### config.mk
export PLATFORM = sky130hd
export DESIGN_NAME = input_channel
export DESIGN_NICKNAME = d
export VERILOG_FILES = /design/src/ingest_pkg.sv /design/src/line_stream_if.sv /design/src/axi_rd_if.sv /design/src/input_channel.sv /design/src/ingest_ctrl.sv /design/src/read_channel.sv /design/src/line_fifo.sv /design/src/burst_reader.sv
export SDC_FILE = /design/constraint.sdc
export NUM_CORES = 2
export LEC_CHECK = 0
export BUFFER_PORTS_ARGS = -buffer_cell sky130_fd_sc_hd__buf_2
export CORE_MARGIN = 2
export CORE_UTILIZATION = 55
export CTS_CLUSTER_DIAMETER = 50
export DETAILED_ROUTE_END_ITERATION = 7
export HOLD_SLACK_MARGIN = 0.08
export PLACE_DENSITY = 0.83
export REMOVE_ABC_BUFFERS = 1
export SYNTH_ARGS = -nofsm -noshare
export SYNTH_HDL_FRONTEND = slang
export SYNTH_SLANG_ARGS = --single-unit
### constraint.sdc
create_clock -name data_clk -period 5.7 [get_ports data_clk]
set_input_delay 1.14 -clock data_clk [delete_from_list [all_inputs] [get_ports data_clk]]
set_output_delay 1.14 -clock data_clk [all_outputs]
set_load 0.02 [all_outputs]
### src/ingest_pkg.sv
package ingest_pkg;

  // Memory and line geometry
  localparam int ADDR_W     = 64;
  localparam int DATA_W     = 64;
  localparam int LINE_BYTES = DATA_W / 8;

  // Line counts and burst shape
  localparam int LEN_W      = 32;
  localparam int LINE_BURST = 16;
  localparam int LEN8_W     = 8;

  // Two full bursts of buffering per channel
  localparam int FIFO_DEPTH = 32;

  localparam int HASH_W     = 64;

  // Phases of one run
  typedef enum logic [1:0] {
    IDLE           = 2'd0,
    READ_NFA       = 2'd1,
    WAIT_ALL_EDGES = 2'd2,
    READ_QUERY     = 2'd3
  } ingest_state_e;

  // Kind of line on the output stream
  typedef enum logic {
    NFA_LINE   = 1'b0,
    QUERY_LINE = 1'b1
  } line_type_e;

endpackage
### src/line_stream_if.sv
`timescale 1ns/1ps

interface line_stream_if;
  import ingest_pkg::*;

  logic              tvalid;
  logic              tready;
  logic [DATA_W-1:0] tdata;
  // Last line of the current phase
  logic              tlast;

  modport source (
    output tvalid, tdata, tlast,
    input  tready
  );

  modport sink (
    input  tvalid, tdata, tlast,
    output tready
  );

endinterface

### src/axi_rd_if.sv
`timescale 1ns/1ps

interface axi_rd_if;
  import ingest_pkg::*;

  // Read address channel
  logic              arvalid;
  logic              arready;
  logic [ADDR_W-1:0] araddr;
  logic [LEN8_W-1:0] arlen;

  // Read data channel
  logic              rvalid;
  logic              rready;
  logic [DATA_W-1:0] rdata;
  logic              rlast;

  modport master (
    output arvalid, araddr, arlen, rready,
    input  arready, rvalid, rdata, rlast
  );

  modport slave (
    input  arvalid, araddr, arlen, rready,
    output arready, rvalid, rdata, rlast
  );

endinterface

### src/input_channel.sv
`timescale 1ns/1ps

module input_channel (
  input  logic                          data_clk,
  input  logic                          data_rst_n,
  input  logic                          ctrl_start,
  output logic                          ctrl_done,
  input  logic [ingest_pkg::HASH_W-1:0] nfa_hash,
  input  logic [ingest_pkg::ADDR_W-1:0] nfadata_ptr,
  input  logic [ingest_pkg::LEN_W-1:0]  nfadata_cls,
  input  logic [ingest_pkg::ADDR_W-1:0] queries_ptr,
  input  logic [ingest_pkg::LEN_W-1:0]  queries_cls,
  // Memory read port
  output logic                          m_axi_arvalid,
  input  logic                          m_axi_arready,
  output logic [ingest_pkg::ADDR_W-1:0] m_axi_araddr,
  output logic [ingest_pkg::LEN8_W-1:0] m_axi_arlen,
  input  logic                          m_axi_rvalid,
  output logic                          m_axi_rready,
  input  logic [ingest_pkg::DATA_W-1:0] m_axi_rdata,
  input  logic                          m_axi_rlast,
  // Line stream toward the engine
  output logic                          m_axis_tvalid,
  input  logic                          m_axis_tready,
  output logic [ingest_pkg::DATA_W-1:0] m_axis_tdata,
  output logic                          m_axis_tlast,
  output ingest_pkg::line_type_e        m_axis_ttype
);

  logic nfa_start;
  logic query_start;

  axi_rd_if      nfa_mem ();
  axi_rd_if      query_mem ();
  axi_rd_if      mem ();
  line_stream_if nfa_lines ();
  line_stream_if query_lines ();
  line_stream_if out ();

  assign m_axi_arvalid = mem.arvalid;
  assign m_axi_araddr  = mem.araddr;
  assign m_axi_arlen   = mem.arlen;
  assign m_axi_rready  = mem.rready;
  assign mem.arready   = m_axi_arready;
  assign mem.rvalid    = m_axi_rvalid;
  assign mem.rdata     = m_axi_rdata;
  assign mem.rlast     = m_axi_rlast;

  assign m_axis_tvalid = out.tvalid;
  assign m_axis_tdata  = out.tdata;
  assign m_axis_tlast  = out.tlast;
  assign out.tready    = m_axis_tready;

  ingest_ctrl ctrl (
    .data_clk(data_clk), .data_rst_n(data_rst_n),
    .ctrl_start(ctrl_start), .nfa_hash(nfa_hash),
    .nfa_start(nfa_start), .query_start(query_start),
    .nfa_mem(nfa_mem), .query_mem(query_mem), .mem(mem),
    .nfa_lines(nfa_lines), .query_lines(query_lines), .out(out),
    .ttype(m_axis_ttype), .ctrl_done(ctrl_done)
  );

  read_channel nfa_channel (
    .data_clk(data_clk), .data_rst_n(data_rst_n),
    .start(nfa_start), .base_addr(nfadata_ptr), .line_count(nfadata_cls),
    .mem(nfa_mem), .lines(nfa_lines)
  );

  read_channel query_channel (
    .data_clk(data_clk), .data_rst_n(data_rst_n),
    .start(query_start), .base_addr(queries_ptr), .line_count(queries_cls),
    .mem(query_mem), .lines(query_lines)
  );

endmodule

### src/ingest_ctrl.sv
`timescale 1ns/1ps

module ingest_ctrl (
  input  logic                          data_clk,
  input  logic                          data_rst_n,
  input  logic                          ctrl_start,
  input  logic [ingest_pkg::HASH_W-1:0] nfa_hash,
  output logic                          nfa_start,
  output logic                          query_start,
  axi_rd_if.slave                       nfa_mem,
  axi_rd_if.slave                       query_mem,
  axi_rd_if.master                      mem,
  line_stream_if.sink                   nfa_lines,
  line_stream_if.sink                   query_lines,
  line_stream_if.source                 out,
  output ingest_pkg::line_type_e        ttype,
  output logic                          ctrl_done
);
  import ingest_pkg::*;

  ingest_state_e     state;
  ingest_state_e     state_nxt;
  logic [HASH_W-1:0] hash_q;
  logic              accept;
  logic              reload;
  logic              nfa_sel;
  logic              query_sel;
  logic              nfa_done;

  ////////////////////////////////////////////////////////////////////////////
  // Phase sequencing
  ////////////////////////////////////////////////////////////////////////////

  assign accept    = (state == IDLE) && ctrl_start;
  // Same automaton as last run, skip the reload
  assign reload    = (nfa_hash != hash_q);
  assign nfa_sel   = (state == READ_NFA);
  assign query_sel = (state == READ_QUERY);
  assign nfa_done  = nfa_sel && nfa_lines.tvalid && out.tready && nfa_lines.tlast;
  assign ctrl_done = query_sel && query_lines.tvalid && out.tready && query_lines.tlast;

  always_comb begin
    case (state)
      IDLE:           state_nxt = !ctrl_start ? IDLE : (reload ? READ_NFA : WAIT_ALL_EDGES);
      READ_NFA:       state_nxt = nfa_done ? WAIT_ALL_EDGES : READ_NFA;
      WAIT_ALL_EDGES: state_nxt = READ_QUERY;
      READ_QUERY:     state_nxt = ctrl_done ? IDLE : READ_QUERY;
      default:        state_nxt = IDLE;
    endcase
  end

  // Channel starts fire in the first cycle of their phase
  always_ff @(posedge data_clk) begin
    if (!data_rst_n) begin
      state       <= IDLE;
      hash_q      <= '0;
      nfa_start   <= 1'b0;
      query_start <= 1'b0;
    end else begin
      state       <= state_nxt;
      nfa_start   <= accept && reload;
      query_start <= (state == WAIT_ALL_EDGES);
      if (accept) begin
        hash_q <= nfa_hash;
      end
    end
  end

  ////////////////////////////////////////////////////////////////////////////
  // Memory port and stream sharing
  ////////////////////////////////////////////////////////////////////////////

  assign mem.arvalid = (nfa_sel && nfa_mem.arvalid) || (query_sel && query_mem.arvalid);
  assign mem.araddr  = nfa_sel ? nfa_mem.araddr : query_mem.araddr;
  assign mem.arlen   = nfa_sel ? nfa_mem.arlen : query_mem.arlen;
  assign mem.rready  = (nfa_sel && nfa_mem.rready) || (query_sel && query_mem.rready);

  assign nfa_mem.arready   = nfa_sel && mem.arready;
  assign nfa_mem.rvalid    = nfa_sel && mem.rvalid;
  assign nfa_mem.rdata     = mem.rdata;
  assign nfa_mem.rlast     = mem.rlast;
  assign query_mem.arready = query_sel && mem.arready;
  assign query_mem.rvalid  = query_sel && mem.rvalid;
  assign query_mem.rdata   = mem.rdata;
  assign query_mem.rlast   = mem.rlast;

  // Idle channel sees no tready
  assign out.tvalid = (nfa_sel && nfa_lines.tvalid) || (query_sel && query_lines.tvalid);
  assign out.tdata  = nfa_sel ? nfa_lines.tdata : query_lines.tdata;
  assign out.tlast  = (nfa_sel && nfa_lines.tlast) || (query_sel && query_lines.tlast);
  assign ttype      = query_sel ? QUERY_LINE : NFA_LINE;

  assign nfa_lines.tready   = nfa_sel && out.tready;
  assign query_lines.tready = query_sel && out.tready;

endmodule

### src/read_channel.sv
`timescale 1ns/1ps

module read_channel (
  input  logic                          data_clk,
  input  logic                          data_rst_n,
  input  logic                          start,
  input  logic [ingest_pkg::ADDR_W-1:0] base_addr,
  input  logic [ingest_pkg::LEN_W-1:0]  line_count,
  axi_rd_if.master                      mem,
  line_stream_if.source                 lines
);
  import ingest_pkg::*;

  logic              wr_en;
  logic [DATA_W-1:0] wr_data;
  logic              room;
  logic              rd_valid;
  logic [DATA_W-1:0] rd_data;
  logic [LEN_W-1:0]  line_total;
  logic [LEN_W-1:0]  line_idx;
  logic              line_moves;

  burst_reader reader (
    .data_clk(data_clk), .data_rst_n(data_rst_n),
    .start(start), .base_addr(base_addr), .line_count(line_count),
    .room(room), .mem(mem),
    .wr_en(wr_en), .wr_data(wr_data)
  );

  line_fifo #(.DEPTH(FIFO_DEPTH)) buffer (
    .data_clk(data_clk), .data_rst_n(data_rst_n),
    .wr_en(wr_en), .wr_data(wr_data), .room(room),
    .rd_valid(rd_valid), .rd_data(rd_data), .rd_en(lines.tready)
  );

  assign lines.tvalid = rd_valid;
  assign lines.tdata  = rd_data;
  assign lines.tlast  = (line_idx == line_total - 1'b1);
  assign line_moves   = rd_valid && lines.tready;

  // Delivered line index, wraps on the last line of the phase
  always_ff @(posedge data_clk) begin
    if (!data_rst_n) begin
      line_total <= '0;
      line_idx   <= '0;
    end else if (start) begin
      line_total <= line_count;
      line_idx   <= '0;
    end else if (line_moves) begin
      line_idx <= lines.tlast ? '0 : line_idx + 1'b1;
    end
  end

endmodule

### src/line_fifo.sv
`timescale 1ns/1ps

module line_fifo #(
  parameter int DEPTH = ingest_pkg::FIFO_DEPTH
) (
  input  logic                          data_clk,
  input  logic                          data_rst_n,
  input  logic                          wr_en,
  input  logic [ingest_pkg::DATA_W-1:0] wr_data,
  output logic                          room,
  output logic                          rd_valid,
  output logic [ingest_pkg::DATA_W-1:0] rd_data,
  input  logic                          rd_en
);
  import ingest_pkg::*;

  logic [DATA_W-1:0]          line_mem [DEPTH];
  logic [$clog2(DEPTH)-1:0]   wr_ptr;
  logic [$clog2(DEPTH)-1:0]   rd_ptr;
  logic [$clog2(DEPTH+1)-1:0] count;
  logic                       pop;

  // Head entry is shown directly
  assign rd_valid = (count != '0);
  assign rd_data  = line_mem[rd_ptr];
  assign pop      = rd_en && rd_valid;

  // Room for a whole burst, counting a write landing this cycle
  assign room = (int'(count) + int'(wr_en)) <= (DEPTH - LINE_BURST);

  always_ff @(posedge data_clk) begin
    if (wr_en) begin
      line_mem[wr_ptr] <= wr_data;
    end
  end

  always_ff @(posedge data_clk) begin
    if (!data_rst_n) begin
      wr_ptr <= '0;
      rd_ptr <= '0;
      count  <= '0;
    end else begin
      if (wr_en) begin
        wr_ptr <= (int'(wr_ptr) == DEPTH - 1) ? '0 : wr_ptr + 1'b1;
      end
      if (pop) begin
        rd_ptr <= (int'(rd_ptr) == DEPTH - 1) ? '0 : rd_ptr + 1'b1;
      end
      case ({wr_en, pop})
        2'b10:   count <= count + 1'b1;
        2'b01:   count <= count - 1'b1;
        default: count <= count;
      endcase
    end
  end

endmodule

### src/burst_reader.sv
`timescale 1ns/1ps

module burst_reader (
  input  logic                          data_clk,
  input  logic                          data_rst_n,
  input  logic                          start,
  input  logic [ingest_pkg::ADDR_W-1:0] base_addr,
  input  logic [ingest_pkg::LEN_W-1:0]  line_count,
  input  logic                          room,
  axi_rd_if.master                      mem,
  output logic                          wr_en,
  output logic [ingest_pkg::DATA_W-1:0] wr_data
);
  import ingest_pkg::*;

  logic [ADDR_W-1:0] next_addr;
  logic [LEN_W-1:0]  lines_left;
  logic [LEN_W-1:0]  burst_lines;
  logic              ar_pending;
  logic              in_burst;
  logic              ar_done;
  logic              last_beat;
  logic              issue;

  ////////////////////////////////////////////////////////////////////////////
  // Burst sizing
  ////////////////////////////////////////////////////////////////////////////

  // Full bursts first, the remainder at the end
  assign burst_lines = (lines_left < LEN_W'(LINE_BURST)) ? lines_left : LEN_W'(LINE_BURST);

  assign ar_done   = ar_pending && mem.arready;
  assign last_beat = wr_en && mem.rlast;

  // Next request may go out in the cycle of the previous rlast beat
  assign issue = !ar_pending && (!in_burst || last_beat) && (lines_left != '0) && room;

  ////////////////////////////////////////////////////////////////////////////
  // Request sequencing
  ////////////////////////////////////////////////////////////////////////////

  always_ff @(posedge data_clk) begin
    if (!data_rst_n) begin
      ar_pending <= 1'b0;
      in_burst   <= 1'b0;
      lines_left <= '0;
    end else if (start) begin
      ar_pending <= room && (line_count != '0);
      in_burst   <= 1'b0;
      lines_left <= line_count;
    end else begin
      if (last_beat) begin
        in_burst <= 1'b0;
      end
      if (ar_done) begin
        ar_pending <= 1'b0;
        in_burst   <= 1'b1;
        lines_left <= lines_left - burst_lines;
      end else if (issue) begin
        ar_pending <= 1'b1;
      end
    end
  end

  // Address only moves on acceptance, so it holds while arvalid is up
  always_ff @(posedge data_clk) begin
    if (start) begin
      next_addr <= base_addr;
    end else if (ar_done) begin
      next_addr <= next_addr + ADDR_W'(burst_lines) * ADDR_W'(LINE_BYTES);
    end
  end

  assign mem.arvalid = ar_pending;
  assign mem.araddr  = next_addr;
  assign mem.arlen   = LEN8_W'(burst_lines - 1'b1);
  // Buffer room was reserved before the request
  assign mem.rready  = in_burst;

  assign wr_en   = mem.rvalid && mem.rready;
  assign wr_data = mem.rdata;

endmodule

==> impl_metrics.tcl <==
set metrics [dict create \
    status "complete, but fails checks" \
    violations "DRC, slew limit" \
    seqPwrFrac 0.533 \
    synth_seq_cells 4530 \
    intPower_mw 53.4 \
    track_usage 0.362 \
    reg2regPathDepth 16 \
    clkSinkCount 4530 \
    drt-initial-drc-count 20095 \
    portBuffers 468 \
    crit_path_top_delay_cell "mux4_2" \
    setup_violations 0 \
    clk_latency_ps 1080 \
    drcViolationCount 3 \
    worstMarginPinSlew_ps 1940 \
    synth_flop_cell "edfxtp_1" \
    p_leak_nw 64.4 \
    fin_crit_ps 5620 \
    yosysTopAreaCell "edfxtp_1" \
    ios 469 \
    hold_violations 0 \
    r2r_slack_ps 660 \
    worstPathMaxFanout 32 \
    p_comb_frac 0.035 \
    synth_top_area_frac 0.693 \
    switchingPower_mw 15.3 \
    avgSynthCellArea_um2 19.2 \
    drv_slew 15 \
    r2r-start "query_channel.reader.lines_left[11]" \
    die_y_um 581 \
    overflow 0 \
    synthCells 9546 \
    fin_ws_ps 82.4 \
    antenna_found_initial 75 \
    syn_area_um2 183000 \
    gp_congestion 0.972 \
    required_ps 4560 \
    nFillCells 20917 \
    htree_levels 5 \
    viasPerCell 7.30 \
    die_width_um 581 \
    synth.distinct_cells 94 \
    slew_headroom -0.293 \
    clockBufferDepth 4 \
    pre_cts_slack_ps 543 \
    die-area_um2 337000 \
    critPathArrivalTime_ps 4480 \
    initial_utilization 0.553 \
    hold_path_class "in2reg" \
    cts_tree "yes" \
    final_nets 10693 \
    hold_end "ctrl.hash_q[55]" \
    vdd_drop_max_v 0.000391 \
    finClkSkew_ps 144 \
    rows 211 \
    grt_pass1_vias 108714 \
    grt_max_degree 120 \
    root_buffer "clkbuf_16" \
    crit_chain "buf_12, buf_4, mux4_2, mux4_2, nor2b_1, a211oi_1, a21oi_1, buf_2" \
    synthArstFlopShare 0 \
    clkPwrFrac 0.432 \
    ys.warnings.count 0 \
    holdPathStages 3 \
    hold_ws_ps 430 \
    p_sw_frac 0.223 \
    total_power_mw 68.7 \
    drv_cap 0 \
    crit_type "reg2out" \
    cts.clk_slew.worst_paths_ps 60 \
    worst_hold_startpoint "nfa_hash[55]" \
    fmax_mhz 178 \
    core_um2 331000 \
    final_layout_size_suffix_gt1_frac 0.263 \
    crit_path_max_incr_delay_ps 600 \
    cp-end-kind "primary output" \
    drtAntennaViolNets 0 \
    ys_top_cells_by_area "edfxtp_1, mux4_2, dfxtp_1" \
    areaGrowthSynthToFinish_pct 13.4 \
    wl_um 617000 \
    first_pass_iters 8 \
    reg2reg_to "query_channel.reader.mem.araddr[37]" \
    grt_pass1_wl_um 851000 \
    finalCritPeriodShare 0.986 \
    cp_common_cell "mux4_2" \
    dpl.hpwl_um 305000 \
    p_per_area_nw_per_um2 331 \
    yosysSeqAreaShare 0.726 \
    vias 109857 \
    critPathLaunchType "flop" \
    wl_per_cell_um 41.0 \
    cts_buffers 442 \
    synth_edf_count 4224 \
]
## registers in the layout (all words and copies together), names as in the netlist, 32 cells and up, named ones only
signal / count
nfa_channel.buffer.line_mem: 2048
query_channel.buffer.line_mem: 2048
ctrl.hash_q: 64
nfa_channel.reader.mem.araddr: 64
query_channel.reader.mem.araddr: 64
nfa_channel.line_idx: 32
nfa_channel.line_total: 32
nfa_channel.reader.lines_left: 32
query_channel.line_idx: 32
query_channel.line_total: 32
query_channel.reader.lines_left: 32
## cell type report
cell class | count | area, um2 | share of cell area
clock inverters | 247 | 2360 | 0.0114
diodes | 51 | 128 | 0.000615
inverters | 97 | 369 | 0.00178
clock buffers | 559 | 11800 | 0.0568
well taps | 4366 | 5460 | 0.0263
multi-input cells | 4461 | 48500 | 0.234
flip-flops and latches | 4530 | 133000 | 0.641
repair buffers | 733 | 5970 | 0.0288
## Yosys cell counts, types with 12 or more instances
cell and count:
mux2i_1 92, xor2_1 111, o31ai_1 31, o21bai_1 21, nand2b_1 19, o21ai_1 14
nor2b_1 88, o21a_1 19, dfxtp_1 306, and2_1 57, o211ai_1 13, ha_1 99
nand3_1 89, nand3b_1 14, and3_1 31, or2_2 12, o21ai_0 190, a211oi_1 84
or4_1 37, clkbuf_1 383, xnor2_1 225, a31oi_1 44, buf_1 118, inv_1 90
nor2_1 346, and4_1 17, nand4_1 68, nor3_1 70, nor4_1 62, or3_1 28
a21oi_1 350, a21o_1 45, edfxtp_1 4224, mux4_2 1280, nand2_1 668
## per-stage QoR
| stage | std cells | setup TNS [ps] | utilization | area [um2] |
|---|---|---|---|---|
| detailed placement | 14177 | 0 | 0.584 | 193000 |
| floorplan | 9088 | - | - | 181000 |
| CTS | 14993 | 0 | 0.627 | 207000 |
| finish | 15044 | 0 | 0.628 | 208000 |
| global placement | 14177 | 0 | 0.584 | 193000 |
| global route | 15011 | -23.8 | 0.627 | 208000 |
## layout by cell type, fill, tap and decap left out, drive strengths merged, types with 111 or more instances in the layout
master	n
edfxtp	4224
mux4	1280
buf	733
nand2	668
clkbuf	559
a21oi	350
nor2	346
dfxtp	306
xnor2	225
o21ai	205
clkinv	178
inv	117
xor2	111
## worst max-delay path by stage
stage               slack, ps  cells after the start                                  end
floorplan              -18560                      5                     m_axis_tdata[63]
global placement          560                     15  query_channel.reader.mem.araddr[53]
detailed placement        540                     15  query_channel.reader.mem.araddr[61]
CTS                        40                     12                         m_axis_tlast
global route              -20                     12                       m_axi_arlen[4]
finish                     80                      8                     m_axis_tdata[24]
## kinds of logic (layout without fill, tap and decap cells)
logic type               count (synthesis)  count (layout)  synth area share
AO/OA/AOI/OAI                          928             928            0.0314
XOR/XNOR                               336             336            0.0161
adder cells (fa/ha/maj)                101             101           0.00699
buffers and inverters                  609            1636            0.0127
flip-flops                            4530            4530             0.726
multiplexers                          1382            1382             0.163
other                                    2             107         0.0000410
AND/OR/NAND/NOR                       1658            1658            0.0432
## what timing repair did
item / 4_1_cts / 5_1_grt
resized for setup: 8 / 8
gates cloned: 0 / 0
hold buffers: 0 / 0
pin swaps: 0 / 1
setup buffers: 10 / 0
endpoints found under the setup margin: 27 / 3
## critical path: cells and delay by family (launching register included)
| kind | cells | cell delay, ps |
|---|---|---|
| mux | 2 | 1110 |
| simple gates | 1 | 150 |
| buf+inv | 3 | 1010 |
| compound gates | 2 | 620 |
| flops | 1 | 530 |
## power by group through the flow
| stage | Clock (mW) | Sequential (mW) | Combinational, mW |
|---|---|---|---|
| final | 29.7 | 36.6 | 2.40 |
| after global routing | 30.7 | 36.6 | 2.56 |
| after CTS | 29.7 | 36.6 | 2.31 |
| after detailed placement | 0 | 37.3 | 2.28 |
| after global placement | 0 | 37.3 | 2.19 |
| after floorplan | 0 | 37.3 | 1.20 |
## per-layer routing
layer  vias to the layer above  wire, um  GRT usage
met1                     54973    186000      0.431
met5                         -       282          0
met2                     11734    292000      0.578
met4                        42     52300      0.252
li1                      40381         -          -
met3                      2727     85500     0.0982
(Power assumes the default switching activity.)
